<file path="config.mk">
export PLATFORM = sky130hd
export DESIGN_NAME = board_top
export DESIGN_NICKNAME = d
export VERILOG_FILES = /design/src/source/board_pkg.sv /design/src/source/key_if.sv /design/src/source/reset_seq.sv /design/src/source/joy_mapper.sv /design/src/source/panel_ctrl.sv /design/src/source/color_expand.sv /design/src/source/board_top.sv
export SDC_FILE = /design/constraint.sdc
export NUM_CORES = 1
export LEC_CHECK = 0
export BUFFER_PORTS_ARGS = -buffer_cell sky130_fd_sc_hd__buf_2
export CAP_MARGIN = 20
export CORE_AREA = 5 5 127 129
export CTS_CLUSTER_DIAMETER = 40
export DETAILED_ROUTE_END_ITERATION = 7
export DIE_AREA = 0 0 132 134
export GPL_TIMING_DRIVEN = 0
export PLACE_DENSITY = 0.47
export SLEW_MARGIN = 10
export SYNTH_ARGS = -nofsm -noshare
export SYNTH_HDL_FRONTEND = slang
export SYNTH_SLANG_ARGS = --single-unit
</file>
<file path="constraint.sdc">
create_clock -name clk_sys -period 2.6 [get_ports clk_sys]
set_clock_uncertainty 0.2 [all_clocks]
set_input_delay 0.26 -clock clk_sys [delete_from_list [all_inputs] [get_ports clk_sys]]
set_output_delay 0.26 -clock clk_sys [all_outputs]
set_load 0.01 [all_outputs]
</file>
<file path="src/source/board_pkg.sv">
//~~~~~~~~~~~~~~~~~~~~~~~~~~~~~~~~~~~~~~~~~~~~~~~~~~~~~~~~~~~~~~~~~~~~~~~~~~
// Board-wide constants for the arcade glue logic. Widths, control bit
// positions and the game reset length. Referenced as board_pkg::NAME.
//~~~~~~~~~~~~~~~~~~~~~~~~~~~~~~~~~~~~~~~~~~~~~~~~~~~~~~~~~~~~~~~~~~~~~~~~~~

package board_pkg;

    // joystick words
    localparam int JOY_W      = 16;   // raw word from the board
    localparam int GAME_JOY_W = 10;   // 4 directions + 6 buttons
    localparam int PLAYERS    = 4;

    // buttons actually used by the game, shifts start/coin/pause up
    localparam int BUTTONS   = 2;
    localparam int START_BIT = 6 + (BUTTONS - 2);
    localparam int COIN_BIT  = 7 + (BUTTONS - 2);
    localparam int PAUSE_BIT = 8 + (BUTTONS - 2);

    // game expects its controls low when pressed
    localparam logic INPUTS_ACTIVE_LOW = 1'b1;

    // graphics layers with an enable toggle on the keyboard
    localparam int GFX_LAYERS = 4;

    // video
    localparam int COLORW  = 4;   // game colour depth per channel
    localparam int VIDEO_W = 8;   // output colour depth

    // game reset lasts 2**GAME_RST_CNT_W cycles after the last cause
    localparam int GAME_RST_CNT_W = 8;

endpackage

</file>
<file path="src/source/key_if.sv">
//~~~~~~~~~~~~~~~~~~~~~~~~~~~~~~~~~~~~~~~~~~~~~~~~~~~~~~~~~~~~~~~~~~~~~~~~~~
// Decoded keyboard keys as levels. The top level drives them, the joystick
// mapper and the control panel each read their own share.
//~~~~~~~~~~~~~~~~~~~~~~~~~~~~~~~~~~~~~~~~~~~~~~~~~~~~~~~~~~~~~~~~~~~~~~~~~~
`timescale 1ns/10ps

interface key_if;

    logic [board_pkg::GAME_JOY_W-1:0] key_joy1;
    logic [board_pkg::GAME_JOY_W-1:0] key_joy2;
    logic [board_pkg::PLAYERS-1:0]    key_start;
    logic [board_pkg::PLAYERS-1:0]    key_coin;
    logic                             key_reset;
    logic                             key_pause;
    logic                             key_service;
    logic [board_pkg::GFX_LAYERS-1:0] key_gfx;

    modport mapper (input key_joy1, key_joy2, key_start, key_coin);

    modport panel (input key_reset, key_pause, key_service, key_gfx);

endinterface

</file>
<file path="src/source/reset_seq.sv">
//~~~~~~~~~~~~~~~~~~~~~~~~~~~~~~~~~~~~~~~~~~~~~~~~~~~~~~~~~~~~~~~~~~~~~~~~~~
// Game reset stretcher. Any cause (board reset, ROM download, reset
// request, screen flip or soft reset) restarts a fixed-length game reset.
//~~~~~~~~~~~~~~~~~~~~~~~~~~~~~~~~~~~~~~~~~~~~~~~~~~~~~~~~~~~~~~~~~~~~~~~~~~
`timescale 1ns/10ps

module reset_seq (
    input  logic clk_sys,
    input  logic rst,
    input  logic downloading,
    input  logic rst_req,
    input  logic dip_flip,
    input  logic soft_rst,
    output logic game_rst
);

    logic                                last_flip;
    logic [board_pkg::GAME_RST_CNT_W-1:0] rst_cnt;
    logic                                trigger;

    // a flipped screen needs a fresh game start
    always_ff @(posedge clk_sys) begin
        last_flip <= dip_flip;
    end

    assign trigger = rst | downloading | rst_req | (last_flip != dip_flip) | soft_rst;

    always_ff @(posedge clk_sys) begin
        if (trigger) begin
            rst_cnt  <= '0;
            game_rst <= 1'b1;
        end else if (rst_cnt != '1) begin
            rst_cnt  <= rst_cnt + 1'b1;   // keep holding
            game_rst <= 1'b1;
        end else begin
            game_rst <= 1'b0;   // full count seen
        end
    end

endmodule

</file>
<file path="src/source/joy_mapper.sv">
//~~~~~~~~~~~~~~~~~~~~~~~~~~~~~~~~~~~~~~~~~~~~~~~~~~~~~~~~~~~~~~~~~~~~~~~~~~
// Board joysticks to game controls. One sync stage, then keyboard merge,
// optional rotation for players 1 and 2, and polarity for the game.
//~~~~~~~~~~~~~~~~~~~~~~~~~~~~~~~~~~~~~~~~~~~~~~~~~~~~~~~~~~~~~~~~~~~~~~~~~~
`timescale 1ns/10ps

module joy_mapper (
    input  logic                             clk_sys,
    input  logic                             rst,
    input  logic [board_pkg::JOY_W-1:0]      board_joystick1,
    input  logic [board_pkg::JOY_W-1:0]      board_joystick2,
    input  logic [board_pkg::JOY_W-1:0]      board_joystick3,
    input  logic [board_pkg::JOY_W-1:0]      board_joystick4,
    input  logic                             rot_en,
    key_if.mapper                            keys,
    output logic [board_pkg::GAME_JOY_W-1:0] game_joystick1,
    output logic [board_pkg::GAME_JOY_W-1:0] game_joystick2,
    output logic [board_pkg::GAME_JOY_W-1:0] game_joystick3,
    output logic [board_pkg::GAME_JOY_W-1:0] game_joystick4,
    output logic [board_pkg::PLAYERS-1:0]    game_coin,
    output logic [board_pkg::PLAYERS-1:0]    game_start,
    output logic                             joy_pause
);

    logic [board_pkg::JOY_W-1:0]      joy_sync [board_pkg::PLAYERS];
    logic [board_pkg::PLAYERS-1:0]    coin_raw;
    logic [board_pkg::PLAYERS-1:0]    start_raw;
    logic [board_pkg::GAME_JOY_W-1:0] joy_inv;
    logic [board_pkg::PLAYERS-1:0]    btn_inv;

    // swaps the direction bits for a rotated cabinet
    function automatic logic [board_pkg::GAME_JOY_W-1:0] rotate(
        input logic [board_pkg::GAME_JOY_W-1:0] joy,
        input logic                             rot
    );
        if (!rot)
            return joy;
        return {joy[board_pkg::GAME_JOY_W-1:4], joy[0], joy[1], joy[3], joy[2]};
    endfunction

    assign joy_inv = {board_pkg::GAME_JOY_W{board_pkg::INPUTS_ACTIVE_LOW}};
    assign btn_inv = {board_pkg::PLAYERS{board_pkg::INPUTS_ACTIVE_LOW}};

    always_ff @(posedge clk_sys) begin
        joy_sync[0] <= board_joystick1;
        joy_sync[1] <= board_joystick2;
        joy_sync[2] <= board_joystick3;
        joy_sync[3] <= board_joystick4;
    end

    always_comb begin
        for (int p = 0; p < board_pkg::PLAYERS; p++) begin
            coin_raw[p]  = joy_sync[p][board_pkg::COIN_BIT];
            start_raw[p] = joy_sync[p][board_pkg::START_BIT];
        end
    end

    // pause button on either of the first two sticks
    assign joy_pause = joy_sync[0][board_pkg::PAUSE_BIT] | joy_sync[1][board_pkg::PAUSE_BIT];

    always_ff @(posedge clk_sys) begin
        if (rst) begin
            game_joystick1 <= joy_inv;   // all released
            game_joystick2 <= joy_inv;
            game_joystick3 <= joy_inv;
            game_joystick4 <= joy_inv;
            game_coin      <= btn_inv;
            game_start     <= btn_inv;
        end else begin
            game_joystick1 <= joy_inv ^ rotate(
                joy_sync[0][board_pkg::GAME_JOY_W-1:0] | keys.key_joy1, rot_en);
            game_joystick2 <= joy_inv ^ rotate(
                joy_sync[1][board_pkg::GAME_JOY_W-1:0] | keys.key_joy2, rot_en);
            game_joystick3 <= joy_inv ^ joy_sync[2][board_pkg::GAME_JOY_W-1:0];
            game_joystick4 <= joy_inv ^ joy_sync[3][board_pkg::GAME_JOY_W-1:0];
            game_coin      <= btn_inv ^ (coin_raw | keys.key_coin);
            game_start     <= btn_inv ^ (start_raw | keys.key_start);
        end
    end

endmodule

</file>
<file path="src/source/panel_ctrl.sv">
//~~~~~~~~~~~~~~~~~~~~~~~~~~~~~~~~~~~~~~~~~~~~~~~~~~~~~~~~~~~~~~~~~~~~~~~~~~
// Operator panel. Pause and graphics layer toggles on key edges, the
// soft reset strobe and the service switch with game polarity.
//~~~~~~~~~~~~~~~~~~~~~~~~~~~~~~~~~~~~~~~~~~~~~~~~~~~~~~~~~~~~~~~~~~~~~~~~~~
`timescale 1ns/10ps

module panel_ctrl (
    input  logic                             clk_sys,
    input  logic                             rst,
    key_if.panel                             keys,
    input  logic                             joy_pause,
    output logic                             game_pause,
    output logic                             game_service,
    output logic [board_pkg::GFX_LAYERS-1:0] gfx_en,
    output logic                             soft_rst
);

    logic                             last_pause;
    logic                             last_joy_pause;
    logic                             last_reset;
    logic [board_pkg::GFX_LAYERS-1:0] last_gfx;
    logic                             pause_edge;

    // previous cycle copy of every key watched for an edge
    always_ff @(posedge clk_sys) begin
        last_pause     <= keys.key_pause;
        last_joy_pause <= joy_pause;
        last_reset     <= keys.key_reset;
        last_gfx       <= keys.key_gfx;
    end

    assign pause_edge = (keys.key_pause & ~last_pause) | (joy_pause & ~last_joy_pause);

    always_ff @(posedge clk_sys) begin
        if (rst) begin
            game_pause   <= 1'b0;
            game_service <= board_pkg::INPUTS_ACTIVE_LOW;
            gfx_en       <= '1;   // every layer visible
            soft_rst     <= 1'b0;
        end else begin
            soft_rst     <= keys.key_reset & ~last_reset;   // one cycle only
            game_service <= keys.key_service ^ board_pkg::INPUTS_ACTIVE_LOW;
            if (pause_edge)
                game_pause <= ~game_pause;
            for (int i = 0; i < board_pkg::GFX_LAYERS; i++) begin
                if (keys.key_gfx[i] && !last_gfx[i])
                    gfx_en[i] <= ~gfx_en[i];
            end
        end
    end

endmodule

</file>
<file path="src/source/color_expand.sv">
//~~~~~~~~~~~~~~~~~~~~~~~~~~~~~~~~~~~~~~~~~~~~~~~~~~~~~~~~~~~~~~~~~~~~~~~~~~
// Bypass video path. Registers colour and syncs on the pixel enable and
// widens each channel to full depth by repeating its bits from the MSB.
//~~~~~~~~~~~~~~~~~~~~~~~~~~~~~~~~~~~~~~~~~~~~~~~~~~~~~~~~~~~~~~~~~~~~~~~~~~
`timescale 1ns/10ps

module color_expand #(
    parameter int COLOR_W = board_pkg::COLORW   // 3 to 8
) (
    input  logic                          clk_sys,
    input  logic                          rst,
    input  logic                          pxl_cen,
    input  logic [COLOR_W-1:0]            game_r,
    input  logic [COLOR_W-1:0]            game_g,
    input  logic [COLOR_W-1:0]            game_b,
    input  logic                          lhbl,
    input  logic                          lvbl,
    input  logic                          hs,
    input  logic                          vs,
    output logic [board_pkg::VIDEO_W-1:0] video_r,
    output logic [board_pkg::VIDEO_W-1:0] video_g,
    output logic [board_pkg::VIDEO_W-1:0] video_b,
    output logic                          video_hs,
    output logic                          video_vs,
    output logic                          video_de
);

    // bit i from the top takes channel bit i mod COLOR_W from the top
    function automatic logic [board_pkg::VIDEO_W-1:0] extend(input logic [COLOR_W-1:0] c);
        logic [board_pkg::VIDEO_W-1:0] v;
        for (int i = 0; i < board_pkg::VIDEO_W; i++) begin
            v[board_pkg::VIDEO_W-1-i] = c[COLOR_W-1-(i % COLOR_W)];
        end
        return v;
    endfunction

    always_ff @(posedge clk_sys) begin
        if (pxl_cen) begin
            video_r  <= extend(game_r);
            video_g  <= extend(game_g);
            video_b  <= extend(game_b);
            video_hs <= hs;
            video_vs <= vs;
        end
    end

    always_ff @(posedge clk_sys) begin
        if (rst)
            video_de <= 1'b0;
        else if (pxl_cen)
            video_de <= lhbl & lvbl;   // active outside both blankings
    end

endmodule

</file>
<file path="src/source/board_top.sv">
//~~~~~~~~~~~~~~~~~~~~~~~~~~~~~~~~~~~~~~~~~~~~~~~~~~~~~~~~~~~~~~~~~~~~~~~~~~
// Board glue top level. Game reset, control mapping, operator panel and
// bypass video, all in the clk_sys domain with plain ports to the game.
//~~~~~~~~~~~~~~~~~~~~~~~~~~~~~~~~~~~~~~~~~~~~~~~~~~~~~~~~~~~~~~~~~~~~~~~~~~
`timescale 1ns/10ps

module board_top (
    input  logic                             clk_sys,
    input  logic                             rst,
    // reset causes
    input  logic                             downloading,
    input  logic                             rst_req,
    input  logic                             dip_flip,
    input  logic                             rot_en,
    // board joysticks
    input  logic [board_pkg::JOY_W-1:0]      board_joystick1,
    input  logic [board_pkg::JOY_W-1:0]      board_joystick2,
    input  logic [board_pkg::JOY_W-1:0]      board_joystick3,
    input  logic [board_pkg::JOY_W-1:0]      board_joystick4,
    // decoded keyboard
    input  logic [board_pkg::GAME_JOY_W-1:0] key_joy1,
    input  logic [board_pkg::GAME_JOY_W-1:0] key_joy2,
    input  logic [board_pkg::PLAYERS-1:0]    key_start,
    input  logic [board_pkg::PLAYERS-1:0]    key_coin,
    input  logic                             key_reset,
    input  logic                             key_pause,
    input  logic                             key_service,
    input  logic [board_pkg::GFX_LAYERS-1:0] key_gfx,
    // game video
    input  logic                             pxl_cen,
    input  logic [board_pkg::COLORW-1:0]     game_r,
    input  logic [board_pkg::COLORW-1:0]     game_g,
    input  logic [board_pkg::COLORW-1:0]     game_b,
    input  logic                             lhbl,
    input  logic                             lvbl,
    input  logic                             hs,
    input  logic                             vs,
    // to the game
    output logic                             game_rst,
    output logic [board_pkg::GAME_JOY_W-1:0] game_joystick1,
    output logic [board_pkg::GAME_JOY_W-1:0] game_joystick2,
    output logic [board_pkg::GAME_JOY_W-1:0] game_joystick3,
    output logic [board_pkg::GAME_JOY_W-1:0] game_joystick4,
    output logic [board_pkg::PLAYERS-1:0]    game_coin,
    output logic [board_pkg::PLAYERS-1:0]    game_start,
    output logic                             game_pause,
    output logic                             game_service,
    output logic [board_pkg::GFX_LAYERS-1:0] gfx_en,
    // video out
    output logic [board_pkg::VIDEO_W-1:0]    video_r,
    output logic [board_pkg::VIDEO_W-1:0]    video_g,
    output logic [board_pkg::VIDEO_W-1:0]    video_b,
    output logic                             video_hs,
    output logic                             video_vs,
    output logic                             video_de
);

    logic joy_pause;
    logic soft_rst;

    key_if keys ();

    assign keys.key_joy1    = key_joy1;
    assign keys.key_joy2    = key_joy2;
    assign keys.key_start   = key_start;
    assign keys.key_coin    = key_coin;
    assign keys.key_reset   = key_reset;
    assign keys.key_pause   = key_pause;
    assign keys.key_service = key_service;
    assign keys.key_gfx     = key_gfx;

    reset_seq u_reset (
        .clk_sys     (clk_sys),
        .rst         (rst),
        .downloading (downloading),
        .rst_req     (rst_req),
        .dip_flip    (dip_flip),
        .soft_rst    (soft_rst),
        .game_rst    (game_rst)
    );

    joy_mapper u_joy (
        .clk_sys         (clk_sys),
        .rst             (rst),
        .board_joystick1 (board_joystick1),
        .board_joystick2 (board_joystick2),
        .board_joystick3 (board_joystick3),
        .board_joystick4 (board_joystick4),
        .rot_en          (rot_en),
        .keys            (keys.mapper),
        .game_joystick1  (game_joystick1),
        .game_joystick2  (game_joystick2),
        .game_joystick3  (game_joystick3),
        .game_joystick4  (game_joystick4),
        .game_coin       (game_coin),
        .game_start      (game_start),
        .joy_pause       (joy_pause)
    );

    panel_ctrl u_panel (
        .clk_sys      (clk_sys),
        .rst          (rst),
        .keys         (keys.panel),
        .joy_pause    (joy_pause),
        .game_pause   (game_pause),
        .game_service (game_service),
        .gfx_en       (gfx_en),
        .soft_rst     (soft_rst)
    );

    color_expand #(
        .COLOR_W (board_pkg::COLORW)
    ) u_video (
        .clk_sys  (clk_sys),
        .rst      (rst),
        .pxl_cen  (pxl_cen),
        .game_r   (game_r),
        .game_g   (game_g),
        .game_b   (game_b),
        .lhbl     (lhbl),
        .lvbl     (lvbl),
        .hs       (hs),
        .vs       (vs),
        .video_r  (video_r),
        .video_g  (video_g),
        .video_b  (video_b),
        .video_hs (video_hs),
        .video_vs (video_vs),
        .video_de (video_de)
    );

endmodule

</file>
==> metrics.md <==
| Metric | Value |
|---|---|
| Run status | `finished, final reports clean` |
| Setup bufs post-CTS | `0` |
| Routed wire length | `9610 um` |
| Combinational share of power | `8.7%` |
| Slew Viols, Final | `0` |
| Worst setup EP type | `flop` |
| Die extent in y | `134 um` |
| Worst-margin pin slew | `532 ps` |
| Most common cell in the netlist | `dfxtp_1` |
| Number of endpoints failing setup at the final stage | `0` |
| DRC | `0` |
| Post-Synthesis Cells | `274` |
| Fin nets | `688` |
| Metal-1 WL | `3980 um` |
| Post-Syn Area per Cell | `13.3 um2` |
| Worst-path clk slew | `60 ps` |
| CTS Sinks | `127` |
| Power share of the sequential group | `42.9%` |
| CORE AREA | `14900 um2` |
| FMAX | `486 MHz` |
| CTS tree | `built` |
| Req. time, crit path | `2730 ps` |
| Initial DRC count | `67` |
| Clock buffer depth | `2` |
| Yosys warning count | `0` |
| Sw power | `1.07 mW` |
| Largest net degree at the start of global routing | `17` |
| Synth top area share | `62.1%` |
| Die Wd | `132 um` |
| Crit-path max FO | `4` |
| ANT nets after route | `0` |
| Final hold vios | `0` |
| Leading area contributor after synthesis | `dfxtp_1` |
| WP data arrival | `2190 ps` |
| EDFF count, synth | `14` |
| Wire length on met3 | `930 um` |
| Worst slew margin | `64.3%` |
| Share of cells above drive strength 1 | `40.0%` |
| Drt first pass iters | `4` |
| Cell variety after synth | `32` |
| H-tree depth | `4` |
| Post-layout instance area | `6320 um2` |
| Sw Ratio | `21.5%` |
| Leakage | `2.78 nW` |
| Via count | `3016` |
| Vias/cell | `3.94` |
| Antenna diode count | `0` |
| Critical Path Start Type | `primary input` |
| Final period utilization | `79.2%` |
| Vias in the first global route | `3143` |
| Post-detail-place hpwl | `6830 um` |
| Primary FF master, synth | `dfxtp_1` |
| Post-synth top cells | `113 x dfxtp_1, 30 x nand2b_1, 20 x o21bai_1` |
| GP Congestion | `0.713` |
| Detail Route met2 WL | `4570 um` |
| Later-pin clock latency in the skew report | `410 ps` |
| Mapped Area | `3640 um2` |
| Area growth syn-to-layout | `73.5%` |
| Grt total ovfl | `0` |
| Seq/Total Area, Yosys | `73.6%` |
| Die area | `17700 um2` |
| First-pass GRT wire length | `15400 um` |
| Dpl cell area | `4780 um2` |
| IO Pins | `204` |
| Power Density | `788 nW/um2` |
| IO Port Bufs | `179` |
| Synth top area cells | `dfxtp_1 62%, edfxtp_1 12%, nand2b_1 5.1%, o21bai_1 4.1%, buf_4 2.5%` |
| Highest routed layer | `met4` |
| Final core utilization | `42.4%` |
| Clock power share | `48.4%` |
| Initial core utilization | `24.4%` |
| Max-Cap Viols | `0` |
| Final TNS setup | `0 ps` |
| Routed len/inst | `12.5 um` |
| Clock root cell | `clkbuf_16` |
| Maximum VDD drop | `0.000409 V` |
| CTS buffer count | `17` |
| WHS | `38.3 ps` |
| Min-delay worst type | `primary input to flop` |
| Async set-reset flop share out of synthesis | `0%` |
| Mapped Nets | `397` |
| Synth Register Bits | `127` |
| Row cnt | `45` |
| Minimum clock period | `2060 ps` |
| RSZ-0062 raised after global routing | `false` |
| Initial antenna violation count | `0` |
| Power Internal | `3.91 mW` |
| Critical path type | `primary input to flop` |
| All-Layer GR Usage | `10.9%` |
==> path summary, 6_finish.rpt <==
path	from	endpoint	slack, ps	depth (start not counted)
setup / recovery	downloading	u_reset.rst_cnt[3]	540	6
hold / removal	rst	u_reset.rst_cnt[3]	40	4
setup reg to reg	u_panel.soft_rst	u_reset.rst_cnt[3]	890	4
hold reg to reg	u_joy.joy_sync[3][4]	u_joy.game_joystick4[4]	170	1
==> cells in the final DEF (no fill, tap or decap), types with 6 or more instances in the layout <==
cell | netlist | routed
edfxtp_1 | 14 | 14
o21bai_1 | 20 | 20
nand2b_1 | 30 | 30
buf_2 | 3 | 182
buf_4 | 12 | 12
dlygate4sd3_1 | 0 | 93
nor3_1 | 10 | 10
nand3_1 | 6 | 6
nor2_1 | 6 | 6
dfxtp_1 | 113 | 113
clkbuf_16 | 0 | 18
o21ai_0 | 10 | 10
==> sequential cells by signal (all words and copies together) (netlist names), 8 cells and up <==
| name | cells |
|---|---|
| u_joy.joy_sync | 40 |
| u_reset.rst_cnt | 8 |
| u_joy.game_joystick2 | 10 |
| u_joy.game_joystick3 | 10 |
| u_joy.game_joystick4 | 10 |
| u_joy.game_joystick1 | 10 |
==> per-stage QoR <==
| stage | setup WS (ps) | power (mW) | instances |
|---|---|---|---|
| 6_report | 541 | 4.98 | 766 |
| 5_1_grt | 468 | 5.19 | 766 |
| 4_1_cts | 567 | 5.06 | 766 |
| 3_5_place_dp | 736 | 2.51 | 641 |
| 3_3_place_gp | 712 | 2.50 | 641 |
| 2_1_floorplan | 1140 | 2.31 | 274 |
==> kinds of logic (layout without fill, tap and decap cells) <==
family	Yosys count	count (layout)	synth area share, %
AOI/OAI and AO/OA	45	45	8.55
xor gates and xnor gates	5	5	1.20
adders and majority gates	1	1	0.343
buffers and inverters	20	324	3.40
DFF	127	127	73.6
muxes	2	2	0.549
and+or+nand+nor	74	74	12.4
==> worst max-delay path, stage by stage <==
cell           delay (ps)
dlygate4sd3_1         540
buf_2                 140
nor4_4                340
dlygate4sd3_1         670
nand3b_1               90
mux2i_1               150
==> layer usage <==
metal / global-route usage [%] / up-vias
li1: - / 1517
met1: 12.3 / 1369
met2: 17.5 / 120
met3: 5.89 / 10
met4: 4.23 / 0
met5: 0 / -
==> power groups by stage <==
| stage | combinational (mW) | clock, mW | sequential [mW] |
|---|---|---|---|
| detailed placement | 0.329 | 0 | 2.18 |
| finish | 0.433 | 2.41 | 2.13 |
| floorplan | 0.0993 | 0 | 2.21 |
| global placement | 0.326 | 0 | 2.17 |
| CTS | 0.440 | 2.48 | 2.14 |
| global route | 0.475 | 2.57 | 2.15 |
==> cell type report <==
| type | instances | area (um2) |
|---|---|---|
| clock inverter | 11 | 126 |
| multi-input combinational | 127 | 838 |
| tap | 188 | 235 |
| timing repair buffer | 272 | 1830 |
| buffer | 20 | 124 |
| sequential | 127 | 2680 |
| fill | 1414 | 8600 |
| clock buffer | 21 | 492 |
==> what timing repair did <==
action	in CTS	in global routing
hold buffers	93	0
gates resized for setup	0	0
hold endpoints to repair	91	0
No activity file was read; power rests on OpenSTA's default activity.
